$ cat config.mk
export PLATFORM = sky130hd
export DESIGN_NAME = uart_top
export DESIGN_NICKNAME = d
export VERILOG_FILES = /design/src/common/uart_pkg.sv /design/src/verilog/uart_top.sv /design/src/uart/uart_rx.sv /design/src/uart/uart_tx.sv /design/src/uart/uart_regs.sv
export VERILOG_INCLUDE_DIRS = /design/src /design/src/common
export SDC_FILE = /design/constraint.sdc
export NUM_CORES = 1
export LEC_CHECK = 0
export ABC_AREA = 0
export BUFFER_PORTS_ARGS = -buffer_cell sky130_fd_sc_hd__buf_2
export CORE_ASPECT_RATIO = 0.75
export CORE_MARGIN = 2
export CORE_UTILIZATION = 45
export CTS_CLUSTER_SIZE = 14
export DETAILED_ROUTE_END_ITERATION = 6
export PLACE_DENSITY = 0.75
export SLEW_MARGIN = 20
export SYNTH_ARGS = -nofsm -noshare
export SYNTH_HDL_FRONTEND = slang
export SYNTH_SLANG_ARGS = --single-unit
$ cat constraint.sdc
create_clock -name bus -period 7.2 [get_ports bus]
set_clock_uncertainty 0.05 [all_clocks]
set_input_delay 1.44 -clock bus [delete_from_list [all_inputs] [get_ports bus]]
set_output_delay 1.44 -clock bus [all_outputs]
set_load 0.01 [all_outputs]
$ cat src/common/uart_settings.svh
// UART sizing constants and register map.
// Word addresses are taken from byte address bits [3:2].

`ifndef UART_SETTINGS_SVH
`define UART_SETTINGS_SVH

// Bus data width.
`define UART_WORD_WIDTH 32

// Local byte address width.
`define UART_ADDR_WIDTH 4

// Start, 8 data and stop.
`define UART_FRAME_BITS 10

// Register word addresses. Word 3 aliases the data register on reads.
`define UART_CONTROL_ADDR 0
`define UART_DIVISOR_ADDR 1
`define UART_DATA_ADDR    2

`endif
$ cat src/common/uart_pkg.sv
// UART shared types.
// Bus word and the control register, seen as a word and as fields.

`include "uart_settings.svh"

package uart_pkg;

    // One bus word.
    typedef logic [`UART_WORD_WIDTH-1:0] word_t;

    //////////////////////////////////////////////////////////////////////
    // Control register layout
    //////////////////////////////////////////////////////////////////////

    typedef struct packed {
        logic [`UART_WORD_WIDTH-6:0] reserved;       // Always zero.
        logic                        rx_irq_enable;  // Bit 4.
        logic                        tx_irq_enable;  // Bit 3.
        logic                        rx_event_flag;  // Bit 2.
        logic                        tx_event_flag;  // Bit 1.
        logic                        tx_enable;      // Bit 0, self-clearing.
    } uart_ctrl_t;

    // Merged and read back as a word, decoded by field for flags and irq.
    typedef union packed {
        word_t      word;
        uart_ctrl_t fields;
    } uart_ctrl_u;

endpackage

$ cat src/verilog/uart_top.sv
// UART peripheral top level.
// Register block with transmitter and receiver running side by side.

`timescale 1ns/1ps
`include "uart_settings.svh"

module uart_top
    import uart_pkg::*;
(
    input  logic                        bus,
    input  logic                        rst_n,
    input  logic                        valid,
    input  logic                        write,
    input  logic [`UART_ADDR_WIDTH-1:0] address,
    input  word_t                       wdata,
    input  logic [`UART_WORD_WIDTH/8-1:0] wstrb,
    input  logic                        rx,
    output word_t                       rdata,
    output logic                        ready,
    output logic                        irq,
    output logic                        tx
);

    logic       tx_start;
    logic [7:0] tx_byte;
    logic       tx_done;
    logic       rx_done;
    logic [7:0] rx_byte;
    word_t      divisor;

    uart_regs u_regs (
        .bus      (bus),
        .rst_n    (rst_n),
        .valid    (valid),
        .write    (write),
        .address  (address),
        .wdata    (wdata),
        .wstrb    (wstrb),
        .tx_done  (tx_done),
        .rx_done  (rx_done),
        .rx_byte  (rx_byte),
        .rdata    (rdata),
        .ready    (ready),
        .irq      (irq),
        .tx_start (tx_start),
        .tx_byte  (tx_byte),
        .divisor  (divisor)
    );

    uart_tx u_tx (
        .bus      (bus),
        .rst_n    (rst_n),
        .tx_start (tx_start),
        .tx_byte  (tx_byte),
        .divisor  (divisor),
        .tx       (tx),
        .tx_done  (tx_done)
    );

    uart_rx u_rx (
        .bus      (bus),
        .rst_n    (rst_n),
        .rx       (rx),
        .divisor  (divisor),
        .rx_byte  (rx_byte),
        .rx_done  (rx_done)
    );

endmodule

$ cat src/uart/uart_rx.sv
// UART receiver.
// Start bit detection, mid-period sampling and byte capture.

`timescale 1ns/1ps
`include "uart_settings.svh"

module uart_rx
    import uart_pkg::*;
(
    input  logic       bus,
    input  logic       rst_n,
    input  logic       rx,
    input  word_t      divisor,
    output logic [7:0] rx_byte,
    output logic       rx_done
);

    localparam int INDEX_WIDTH = $clog2(`UART_FRAME_BITS);

    // Start bit plus 8 data bits are sampled.
    localparam logic [INDEX_WIDTH-1:0] INDEX_LAST = INDEX_WIDTH'(`UART_FRAME_BITS - 1);

    typedef enum logic [1:0] {
        IDLE,
        BUSY,
        DONE
    } state_t;

    state_t                 state_q;
    word_t                  count_q;
    word_t                  half_divisor;
    logic [INDEX_WIDTH-1:0] index_q;
    logic [7:0]             shift_q;

    assign half_divisor = divisor >> 1;

    always_ff @(posedge bus) begin
        if (!rst_n) begin
            state_q <= IDLE;
            rx_done <= 1'b0;
            rx_byte <= '0;
        end else begin
            rx_done <= 1'b0;
            case (state_q)
                IDLE: begin
                    if (!rx) begin
                        state_q <= BUSY;
                        count_q <= divisor;
                        index_q <= INDEX_LAST;
                    end
                end
                BUSY: begin
                    if (index_q != '0) begin
                        if (count_q == half_divisor) begin
                            shift_q <= {rx, shift_q[7:1]};  // Start bit falls off the end.
                        end
                        if (count_q != '0) begin
                            count_q <= count_q - 1'b1;
                        end else begin
                            count_q <= divisor;
                            index_q <= index_q - 1'b1;
                        end
                    end else if (rx) begin
                        // Stop level seen.
                        state_q <= DONE;
                        rx_done <= 1'b1;
                        rx_byte <= shift_q;
                    end
                end
                DONE: begin
                    state_q <= IDLE;
                end
                default: begin
                    state_q <= IDLE;
                end
            endcase
        end
    end

    a_done_single_pulse: assert property (
        @(posedge bus) disable iff (!rst_n) rx_done |=> !rx_done
    );

endmodule

$ cat src/uart/uart_tx.sv
// UART transmitter.
// Idle/busy/done FSM shifting out one 8N1 frame.

`timescale 1ns/1ps
`include "uart_settings.svh"

module uart_tx
    import uart_pkg::*;
(
    input  logic       bus,
    input  logic       rst_n,
    input  logic       tx_start,
    input  logic [7:0] tx_byte,
    input  word_t      divisor,
    output logic       tx,
    output logic       tx_done
);

    localparam int INDEX_WIDTH = $clog2(`UART_FRAME_BITS);

    localparam logic [INDEX_WIDTH-1:0] INDEX_LAST = INDEX_WIDTH'(`UART_FRAME_BITS - 1);
    localparam logic [INDEX_WIDTH-1:0] INDEX_STOP = INDEX_WIDTH'(1);

    typedef enum logic [1:0] {
        IDLE,
        BUSY,
        DONE
    } state_t;

    state_t                 state_q;
    word_t                  count_q;
    logic [INDEX_WIDTH-1:0] index_q;
    logic [7:0]             shift_q;

    always_ff @(posedge bus) begin
        if (!rst_n) begin
            state_q <= IDLE;
            tx      <= 1'b1;
            tx_done <= 1'b0;
        end else begin
            tx_done <= 1'b0;
            case (state_q)
                IDLE: begin
                    if (tx_start) begin
                        state_q <= BUSY;
                        count_q <= divisor;
                        index_q <= INDEX_LAST;
                        shift_q <= tx_byte;             // Private copy of the byte.
                        tx      <= 1'b0;                // Start bit.
                    end
                end
                BUSY: begin
                    if (count_q != '0) begin
                        count_q <= count_q - 1'b1;
                    end else if (index_q != '0) begin
                        count_q <= divisor;
                        tx      <= (index_q == INDEX_STOP) | shift_q[0];
                        shift_q <= {1'b0, shift_q[7:1]};   // LSB first.
                        index_q <= index_q - 1'b1;
                    end else begin
                        state_q <= DONE;
                        tx_done <= 1'b1;
                    end
                end
                DONE: begin
                    state_q <= IDLE;
                end
                default: begin
                    state_q <= IDLE;
                end
            endcase
        end
    end

    a_idle_line_high: assert property (
        @(posedge bus) disable iff (!rst_n) (state_q == IDLE) |-> tx
    );

endmodule

$ cat src/uart/uart_regs.sv
// UART register block.
// Bus decode, control/divisor/data registers, event flags and interrupt.

`timescale 1ns/1ps
`include "uart_settings.svh"

module uart_regs
    import uart_pkg::*;
(
    input  logic                        bus,
    input  logic                        rst_n,
    input  logic                        valid,
    input  logic                        write,
    input  logic [`UART_ADDR_WIDTH-1:0] address,
    input  word_t                       wdata,
    input  logic [`UART_WORD_WIDTH/8-1:0] wstrb,
    input  logic                        tx_done,
    input  logic                        rx_done,
    input  logic [7:0]                  rx_byte,
    output word_t                       rdata,
    output logic                        ready,
    output logic                        irq,
    output logic                        tx_start,
    output logic [7:0]                  tx_byte,
    output word_t                       divisor
);

    localparam int WORD_ADDR_WIDTH = `UART_ADDR_WIDTH - 2;
    localparam int STRB_WIDTH      = `UART_WORD_WIDTH / 8;

    localparam logic [WORD_ADDR_WIDTH-1:0] CONTROL_ADDR = WORD_ADDR_WIDTH'(`UART_CONTROL_ADDR);
    localparam logic [WORD_ADDR_WIDTH-1:0] DIVISOR_ADDR = WORD_ADDR_WIDTH'(`UART_DIVISOR_ADDR);
    localparam logic [WORD_ADDR_WIDTH-1:0] DATA_ADDR    = WORD_ADDR_WIDTH'(`UART_DATA_ADDR);

    logic [WORD_ADDR_WIDTH-1:0] word_addr;
    logic                       wr_en;
    uart_ctrl_u                 ctrl_q;
    uart_ctrl_u                 ctrl_wr;
    word_t                      divisor_q;
    logic [7:0]                 tx_byte_q;

    // Replace only the strobed bytes of the old value.
    function automatic word_t merge_bytes(input word_t old_word, input word_t new_word,
                                          input logic [STRB_WIDTH-1:0] strb);
        word_t merged;
        merged = old_word;
        for (int i = 0; i < STRB_WIDTH; i++) begin
            if (strb[i]) begin
                merged[8*i +: 8] = new_word[8*i +: 8];
            end
        end
        return merged;
    endfunction

    assign word_addr = address[`UART_ADDR_WIDTH-1:2];
    assign wr_en     = valid && write;

    always_comb begin
        ctrl_wr.word            = merge_bytes(ctrl_q.word, wdata, wstrb);
        ctrl_wr.fields.reserved = '0;                   // Reserved bits read as zero.
    end

    //////////////////////////////////////////////////////////////////////
    // Registers
    //////////////////////////////////////////////////////////////////////

    always_ff @(posedge bus) begin
        if (!rst_n) begin
            ctrl_q.word <= '0;
        end else if (wr_en && word_addr == CONTROL_ADDR) begin
            ctrl_q <= ctrl_wr;                          // Write wins over done pulses.
        end else begin
            ctrl_q.fields.tx_enable <= 1'b0;
            if (tx_done) begin
                ctrl_q.fields.tx_event_flag <= 1'b1;
            end
            if (rx_done) begin
                ctrl_q.fields.rx_event_flag <= 1'b1;
            end
        end
    end

    always_ff @(posedge bus) begin
        if (!rst_n) begin
            divisor_q <= '0;
        end else if (wr_en && word_addr == DIVISOR_ADDR) begin
            divisor_q <= merge_bytes(divisor_q, wdata, wstrb);
        end
    end

    always_ff @(posedge bus) begin
        if (!rst_n) begin
            tx_byte_q <= '0;
        end else if (wr_en && word_addr == DATA_ADDR && wstrb[0]) begin
            tx_byte_q <= wdata[7:0];                    // Only the low byte is kept.
        end
    end

    //////////////////////////////////////////////////////////////////////
    // Read mux and outputs
    //////////////////////////////////////////////////////////////////////

    always_comb begin
        case (word_addr)
            CONTROL_ADDR: rdata = ctrl_q.word;
            DIVISOR_ADDR: rdata = divisor_q;
            default:      rdata = {{(`UART_WORD_WIDTH-8){1'b0}}, rx_byte};
        endcase
    end

    assign ready    = valid;
    assign tx_start = ctrl_q.fields.tx_enable;
    assign tx_byte  = tx_byte_q;
    assign divisor  = divisor_q;
    assign irq      = (ctrl_q.fields.tx_irq_enable && ctrl_q.fields.tx_event_flag) ||
                      (ctrl_q.fields.rx_irq_enable && ctrl_q.fields.rx_event_flag);

    // Engines come out of reset quiet.
    a_done_quiet_in_reset: assert property (
        @(posedge bus) !rst_n |=> !tx_done && !rx_done
    );

    // Starting a frame needs a usable bit period.
    a_divisor_valid_on_start: assert property (
        @(posedge bus) disable iff (!rst_n)
        (wr_en && word_addr == CONTROL_ADDR && wstrb[0] && wdata[0]) |-> divisor_q >= 2
    );

endmodule

* Word-level counts from Yosys, hierarchy flattened
Cells that the tools add are included.
Storage, ports and cells: register bits 148, input port bits 45, output and inout bits 35, word-level logic and storage cells 124
Operators by class: $add $sub $neg 4, equality and inequality tests 17, multiplexer cells 39, bitwise gates (word level) 5, reductions and logical operators 38
Operators by type and width (number):
- two-way mux 32 bit | 6
- case mux 32 bit (2 select lines) | 3
- nonzero test 32 bit | 2
- subtractor 32 x 1 -> 32 bit (second input constant) | 2
- equality test 32 x 31 -> 1 bit | 1
- two-way mux 4 bit | 6
- two-way mux 8 bit | 3
- != test 2 bit (second input constant) | 8
- case mux 4 bit (2 select lines) | 2
- case mux 8 bit (2 select lines) | 1
- AND reduction 2 bit | 8
- AND reduction 4 bit | 4
- two-way mux 2 bit | 6
- AND reduction 5 bit | 2
- AND reduction 3 bit | 3
- case mux 2 bit (2 select lines) | 2
- nonzero test 2 bit | 4
- nonzero test 4 bit | 2
- subtractor 4 x 1 -> 4 bit (second input constant) | 2
- logical AND 1 bit | 7
- two-way mux 1 bit | 7
- equality test 2 x 1 -> 1 bit (second input constant) | 3
- logical NOT 2 bit | 3
- two-way mux 3 bit | 2
- 9 further kinds | 14

* Longest topological paths before layout
Gate-level depths: netlist of run 1.
word-level depth 5, depth in mapped cells 10, mapped depth without buffers 8

* By module
Synthesis of run 1 repeated with hierarchy kept, for this count alone.
Unflattened totals: cells, all modules 800, area, all modules 8319.2 µm²
Modules (own cells, without submodules):
- uart_rx | instances 1, cells an instance 287, area each 3430.8 µm², sequential area each 1541.5 µm²
- uart_tx | instances 1, cells an instance 267, area each 2743.9 µm², sequential area each 1401.3 µm²
- uart_regs | instances 1, cells an instance 246, area each 2144.6 µm², sequential area each 900.9 µm²

* Worst setup path before layout of run 1
No wires, ideal clock.
path type in2reg, from input rst_n, to register u_rx.index_q[0], enable pin, library setup time 333 ps, arrival time 3782 ps, required time 6817 ps, setup slack 3036 ps, stages 4, buffers on the path 1, path through clkbuf_1 -> nand2b_1 -> a21oi_1 -> nor2b_1
On the way: word-level cells in the longest chain between the ends 1
RTL lines:
- start, declared | RTL line uart_top.sv:11 | input logic rst_n,
- AND reduction 5 bit (no source line)
- end signal, assigned | RTL line uart_rx.sv:61 | index_q <= index_q - 1'b1;
- end, declared | RTL line uart_rx.sv:32 | logic [INDEX_WIDTH-1:0] index_q;
No other way between the ends. A chain may end at the register's enable or synchronous reset.

* Final worst setup path of run 1
from input address[2], to output rdata[11]
On the way: word-level cells in the longest chain between the ends 2, elaborated cells between the ends (all ways) 3, those cells by class eq/ne (1); mux (1); reduce/logical (1)
RTL lines:
- start, declared | RTL line uart_top.sv:14 | input logic [`UART_ADDR_WIDTH-1:0] address,
- equality test 2 x 1 -> 1 bit or logical NOT 2 bit (tied branches) | RTL line uart_regs.sv:104 | case (word_addr)
- case mux 32 bit (2 select lines) * | RTL line uart_regs.sv:104
- end, declared | RTL line uart_top.sv:18 | output word_t rdata,
Every way passes the cells marked *; elsewhere a longest branch is shown, timed or not.

==> impl_metrics.py, run 1 <==
metrics = {
    "floorplan": {
        "dieArea_mm2": 0.0182,
        "start_util_pct": 45.9,
        "fp.dieW_um": 155,
        "io_pins": 80,
        "die_y_um": 117,
        "rows": 41,
        "core_area_mm2": 0.0168,
    },
    "sta": {
        "finalSetupTns_ps": 0,
        "max_freq_ghz": 0.237,
        "rsz0062_at_grt": "no",
        "hold_viol": 0,
        "setup_violations": 0,
        "layout_min_cycle_time_ps": 4230,
        "layout_worst_path_cycle_share_pct": 58.7,
        "slew-limit-headroom_pct": 35.8,
        "maxSlewViolCount": 0,
        "layout_setup_ws_ps": 2970,
        "fin_hold_ws_ps": 409,
        "tightestPinTransition_ps": 955,
    },
    "pwr": {
        "power.switching_w": 0.000511,
        "comb_power_share_pct": 6.0,
        "powerDensity_mw_per_mm2": 219,
        "clkPwrFrac_pct": 45.6,
        "power_leakage_nw": 3.21,
        "ir_drop_mv": 0.110,
        "total_power_w": 0.00194,
        "power_frac_seq_pct": 48.5,
        "p_int_w": 0.00143,
        "swShare_pct": 26.3,
    },
    "synth": {
        "yosys-top-cells-count": "nand2_1 (131), edfxtp_1 (88), nor2_1 (86)",
        "ys.flop_type": "edfxtp_1",
        "ys_warn_count": 0,
        "async_flop_share_pct": 0,
        "synth_area_leaders": "edfxtp_1 (34%), dfxtp_1 (16%), nand2_1 (6.4%), xor2_1 (5.7%), a21oi_1 (4.6%)",
        "syn_inst": 828,
        "syn-num-nets": 880,
        "yosysUniqueCellTypes": 50,
        "synth-seq-area-share_pct": 50.0,
        "ys_ff_latch": 148,
        "synth_edf_count": 88,
        "synth_area_per_cell_um2": 9.29,
        "synth_most_common_cell": "nand2_1",
        "synth_area_leader_cell": "edfxtp_1",
        "synth_area_mm2": 0.00769,
        "synth_top_area_share_pct": 34.3,
    },
    "routing": {
        "totalWireLength_um": 18900,
        "num_vias": 6190,
        "vias_per_cell": 5.53,
        "ant_nets": 0,
        "drt-wirelength-per-cell_um": 16.9,
        "firstDrtPassIters": 5,
        "drt-initial-drc-count": 681,
        "drc": 0,
    },
    "cts": {
        "path_clk_slew_ps": 70,
        "clk_latency_ps": 430,
        "cts_sinks": 148,
        "h-tree-depth": 4,
        "cts_tree": "built",
        "clockBufferDepth": 2,
        "postCtsSetupBuffers": 0,
        "cts_buffers": 17,
        "ctsHoldBuffers": 0,
        "root_buffer": "clkbuf_16",
        "cts-resized-gates": 0,
    },
    "min_path": {
        "hold_path_class": "flop to flop",
    },
    "critical_path": {
        "cpMostUsedCell": "buf_2",
        "cp.required_ps": 5710,
        "cp.arrival_ps": 2740,
        "path_max_fanout": 22,
        "end_kind": "output pin",
        "critPathLaunchType": "input port",
        "path_cells": "buf_2, nor2b_1, buf_4, and2_1, buf_2",
        "critPathKind": "input port to output pin",
        "slowest_delay_ps": 380,
        "cp_slowest_cell": "nor2b_1",
    },
    "global_routing": {
        "antenna_found_initial": 0,
        "grt_pass1_vias": 5577,
        "grt_pass1_wl_um": 29900,
        "grt-ovfl-total": 0,
        "gr-usage-all-layers_pct": 21.2,
        "grt_max_degree": 65,
    },
    "status": {
        "status": "completed",
    },
    "placement": {
        "place_hpwl_um": 13100,
        "post-place-ws_ps": 2970,
        "gp_congestion": 0.867,
        "numPortBuffers": 77,
        "dpl.cell_count": 1086,
    },
    "layout": {
        "drive_above_1_share_pct": 14.7,
        "num_antenna_cells": 0,
        "instances_no_fill": 1119,
        "syn_to_final_growth_pct": 15.3,
        "layout.nets": 943,
    },
    "flow_run": {
        "maxCapViolCount": 0,
    },
}
## sequential cells by signal (all words and copies together) (netlist names)
name,flops
u_rx.index_q,4
u_regs.tx_byte,8
u_rx.shift_q,8
u_regs.divisor,32
u_regs.ctrl_q,5
u_tx.state_q,2
u_tx.tx_done,1
u_tx.shift_q,8
u_tx.index_q,4
u_rx.state_q,2
u_rx.rx_byte,8
u_rx.count_q,32
u_rx.rx_done,1
u_tx.count_q,32
u_tx.tx,1
## metrics by stage
step	cell area, µm²	util (%)
2_1_floorplan	7690	-
3_3_place_gp	8240	49.1
3_5_place_dp	8240	49.1
4_1_cts	8840	52.7
5_1_grt	8870	52.9
6_report	8870	52.9
## final cells by class
type	instances	area [µm²]
flip-flops and latches	148	3840
well taps	215	269
fillers	1443	7910
clock buffers	17	425
multi-input cells	626	3640
inverters	13	48.8
clock inverters	15	179
repair buffers	85	465
## cell usage in the layout, fill, tap and decap left out, types with 5 or more instances in the layout
| cell type | n |
|---|---|
| o21ai_1 | 29 |
| nand4b_1 | 5 |
| mux2i_1 | 22 |
| nor2b_1 | 8 |
| buf_2 | 77 |
| or4_1 | 7 |
| and2_1 | 25 |
| nor2_1 | 86 |
| nor4_1 | 17 |
| a21oi_1 | 68 |
| xor2_1 | 50 |
| nand2b_1 | 7 |
| ha_1 | 7 |
| nand2_1 | 131 |
| inv_8 | 7 |
| inv_1 | 12 |
| clkbuf_16 | 17 |
| nand4_1 | 6 |
| o21ai_0 | 11 |
| dfxtp_1 | 60 |
| xnor2_1 | 37 |
| edfxtp_1 | 88 |
| buf_4 | 7 |
| nor3_1 | 21 |
| nand3_1 | 47 |
## per-layer routing
metal	wire, µm	vias up	global-route usage [%]
met4	366	0	6.85
met5	0	-	0
met2	8430	228	32.5
li1	-	3035	-
met1	8510	2896	29.7
met3	1580	31	5.52
## final timing paths
path	from	endpoint	slack, ps	depth (start not counted)
worst max-delay path	address[2]	rdata[11]	2970	5
worst min-delay path	u_rx.shift_q[5]$_DFFE_PP_	u_rx.shift_q[4]$_DFFE_PP_	410	0
worst max register to register	u_rx.count_q[14]$_DFFE_PP_	u_rx.index_q[0]$_SDFFCE_PN1P_	3870	6
worst min register to register	u_rx.shift_q[5]$_DFFE_PP_	u_rx.shift_q[4]$_DFFE_PP_	410	0
## power by group through the flow
stage	clock network, W	logic, W	registers (W)
after CTS	0.000894	0.000112	0.000941
after global placement	0	0.000108	0.000960
after floorplan	0	0.0000786	0.000951
after global routing	0.000930	0.000129	0.000944
after detailed placement	0	0.000111	0.000960
final	0.000885	0.000116	0.000942
## critical path, delay by kind of cell
kind / cells / cell delay, ps
buf+inv: 3 / 710
simple gates: 2 / 590
## cell families after synthesis
logic type / after synthesis / synth area share [%]
flops: 148 / 50.0
compound gates: 126 / 8.81
xor+xnor: 87 / 9.90
mux: 23 / 3.01
fa+ha+maj: 7 / 1.14
simple gates: 383 / 23.9
buf+inv: 54 / 3.24
Note: power is estimated with default switching activity, not from simulation.
==> inputs of run 2 (changes only) <==
--- a/config.mk
+++ b/config.mk
@@ -6,14 +6,14 @@
 export SDC_FILE = /design/constraint.sdc
 export NUM_CORES = 1
 export LEC_CHECK = 0
-export ABC_AREA = 0
+export ABC_AREA = 1
 export BUFFER_PORTS_ARGS = -buffer_cell sky130_fd_sc_hd__buf_2
 export CORE_ASPECT_RATIO = 0.75
 export CORE_MARGIN = 2
 export CORE_UTILIZATION = 45
 export CTS_CLUSTER_SIZE = 14
 export DETAILED_ROUTE_END_ITERATION = 6
-export PLACE_DENSITY = 0.75
+export PLACE_DENSITY = 0.74
 export SLEW_MARGIN = 20
 export SYNTH_ARGS = -nofsm -noshare
 export SYNTH_HDL_FRONTEND = slang
==> constraint.sdc (replaced) <==
create_clock -name bus -period 4.05 [get_ports bus]
set_clock_uncertainty 0.05 [all_clocks]
set_input_delay 0.81 -clock bus [delete_from_list [all_inputs] [get_ports bus]]
set_output_delay 0.81 -clock bus [all_outputs]
set_load 0.01 [all_outputs]
==> impl_metrics.py, run 2 <==
metrics = {
    "status": {
        "status": "completed",
    },
    "global_routing": {
        "grt_pass1_vias": 6923,
        "antenna_found_initial": 0,
        "gr-usage-all-layers_pct": 24.3,
        "grt-ovfl-total": 0,
        "grt_pass1_wl_um": 36100,
        "grt_max_degree": 51,
    },
    "routing": {
        "vias_per_cell": 5.30,
        "drc": 0,
        "num_vias": 7494,
        "totalWireLength_um": 22800,
        "ant_nets": 0,
        "drt-initial-drc-count": 836,
        "firstDrtPassIters": 7,
        "drt-wirelength-per-cell_um": 16.1,
    },
    "pwr": {
        "clkPwrFrac_pct": 44.6,
        "power_leakage_nw": 3.86,
        "power_frac_seq_pct": 47.5,
        "powerDensity_mw_per_mm2": 378,
        "power.switching_w": 0.000993,
        "ir_drop_mv": 0.234,
        "swShare_pct": 27.9,
        "p_int_w": 0.00256,
        "comb_power_share_pct": 7.9,
    },
    "critical_path": {
        "reg2reg_slack_ps": 940,
        "cp.arrival_ps": 3120,
        "r2r-end": "u_tx.index_q[2]$_SDFFCE_PN0P_",
        "r2r_cells": 7,
        "critPathLaunchType": "flop",
        "end_kind": "flop",
        "critPathKind": "flop to flop",
        "cp.required_ps": 4070,
        "path_max_fanout": 32,
        "r2r-start": "u_tx.count_q[18]$_DFFE_PP_",
    },
    "sta": {
        "fin_hold_ws_ps": 403,
        "max_freq_ghz": 0.322,
        "finalSetupTns_ps": 0,
        "slew-limit-headroom_pct": 33.6,
        "setup_violations": 0,
        "tightestPinTransition_ps": 992,
        "hold_viol": 0,
        "layout_min_cycle_time_ps": 3110,
        "maxSlewViolCount": 0,
        "rsz0062_at_grt": "no",
        "layout_worst_path_cycle_share_pct": 76.7,
    },
    "layout": {
        "syn_to_final_growth_pct": 14.0,
        "drive_above_1_share_pct": 13.2,
        "fill_cells": 1710,
        "num_antenna_cells": 0,
        "seq_area_mm2": 0.00384,
        "layout.nets": 1210,
        "layout_commonest_cell": "nand2_1",
        "final_cell_mix": "nand2_1 (256), nor2_1 (188), inv_1 (121)",
        "multi_input_area_mm2": 0.00374,
    },
    "synth": {
        "synth-seq-area-share_pct": 46.7,
        "synth_top_area_share_pct": 32.1,
        "yosysUniqueCellTypes": 41,
        "synth_area_leaders": "edfxtp_1 (32%), dfxtp_1 (15%), nand2_1 (12%), nor2_1 (8.6%), inv_1 (5.5%)",
        "syn-num-nets": 1135,
        "synth_area_mm2": 0.00824,
        "synth_area_per_cell_um2": 7.60,
        "synth_most_common_cell": "nand2_1",
        "ys.flop_type": "edfxtp_1",
        "ys_warn_count": 0,
        "synth_area_leader_cell": "edfxtp_1",
        "syn_inst": 1083,
        "yosys-top-cells-count": "nand2_1 (256), nor2_1 (188), inv_1 (121)",
        "async_flop_share_pct": 0,
        "synth_edf_count": 88,
        "ys_ff_latch": 148,
    },
    "flow_run": {
        "maxCapViolCount": 0,
    },
    "min_path": {
        "hold_path_end": "u_rx.shift_q[0]$_DFFE_PP_",
        "worstHoldStart": "u_rx.shift_q[1]$_DFFE_PP_",
        "hold_depth": 0,
        "hold_path_class": "flop to flop",
    },
    "cts": {
        "path_clk_slew_ps": 70,
        "ctsHoldBuffers": 0,
        "cts_tree": "built",
        "clk_latency_ps": 440,
        "clockBufferDepth": 2,
        "cts_sinks": 148,
        "postCtsSetupBuffers": 0,
        "h-tree-depth": 4,
        "cts-resized-gates": 0,
        "cts_buffers": 17,
        "root_buffer": "clkbuf_16",
    },
    "floorplan": {
        "rows": 42,
        "fp.dieW_um": 160,
        "dieArea_mm2": 0.0194,
        "io_pins": 80,
        "die_y_um": 121,
        "start_util_pct": 46.4,
        "core_area_mm2": 0.0178,
    },
    "placement": {
        "place_hpwl_um": 16600,
        "numPortBuffers": 77,
        "gp_congestion": 0.951,
    },
}
run 2: cell families (layout without fill, tap and decap cells):
logic type	count (synthesis)	after routing	synth area share, %
compound gates	197	197	13.2
flops	148	148	46.7
fa+ha+maj	7	7	1.06
buf+inv	156	244	8.05
simple gates	534	534	26.7
xor+xnor	41	41	4.36
run 2: worst max path at each step:
stage          depth (start not counted)  slack [ps]                             to                  startpoint
2_1_floorplan                          3        1050      u_tx.count_q[0]$_DFFE_PP_                       rst_n
3_3_place_gp                           7        1010  u_tx.shift_q[7]$_SDFFCE_PP0P_  u_tx.count_q[20]$_DFFE_PP_
3_5_place_dp                           7         980      u_tx.shift_q[5]$_DFFE_PP_  u_tx.count_q[19]$_DFFE_PP_
5_1_grt                                7         650  u_tx.index_q[2]$_SDFFCE_PN0P_  u_tx.count_q[23]$_DFFE_PP_
4_1_cts                                8         970  u_tx.index_q[2]$_SDFFCE_PN0P_   u_tx.count_q[0]$_DFFE_PP_
6_report                               7         940  u_tx.index_q[2]$_SDFFCE_PN0P_  u_tx.count_q[18]$_DFFE_PP_
run 2: final cells by class:
cell class / instances / area share (%)
sequential: 148 / 40.9
multi-input combinational: 779 / 39.8
inverter: 127 / 5.08
timing repair buffer: 85 / 4.74
clock buffer: 17 / 4.53
tap: 242 / 3.22
clock inverter: 15 / 1.67
run 2: routing by layer:
| metal | global-route usage [%] | vias to the layer above | wire, µm |
|---|---|---|---|
| met5 | 0 | - | 0 |
| met4 | 7.77 | 0 | 418 |
| met3 | 6.39 | 33 | 2260 |
| met2 | 35.1 | 342 | 9400 |
| met1 | 35.4 | 3436 | 10700 |
| li1 | - | 3683 | - |
run 2: metrics by stage:
stage	cells	power, W	cell area (µm²)	utilization [%]	setup WS, ps
3_5_place_dp	1381	0.00199	8810	49.6	982
6_report	1413	0.00355	9390	52.9	945
5_1_grt	1413	0.00367	9390	52.9	653
2_1_floorplan	1083	0.00190	8240	-	1050
3_3_place_gp	1381	0.00199	8810	49.6	1010
4_1_cts	1413	0.00356	9390	52.9	968
run 2: worst max-delay path, stage by stage, from the launching register on:
cell	delay [ps]
edfxtp_1	470
nor2_2	180
nand2_1	100
nor2_1	190
nand2_2	130
o21ai_4	660
nand2_1	160
nor2_1	790
run 2: power by group through the flow:
stage | sequential (W) | clock [W] | combinational (W)
floorplan | 0.00170 | 0 | 0.000199
global placement | 0.00172 | 0 | 0.000269
detailed placement | 0.00172 | 0 | 0.000274
CTS | 0.00169 | 0.00159 | 0.000278
global route | 0.00169 | 0.00166 | 0.000317
finish | 0.00169 | 0.00158 | 0.000282
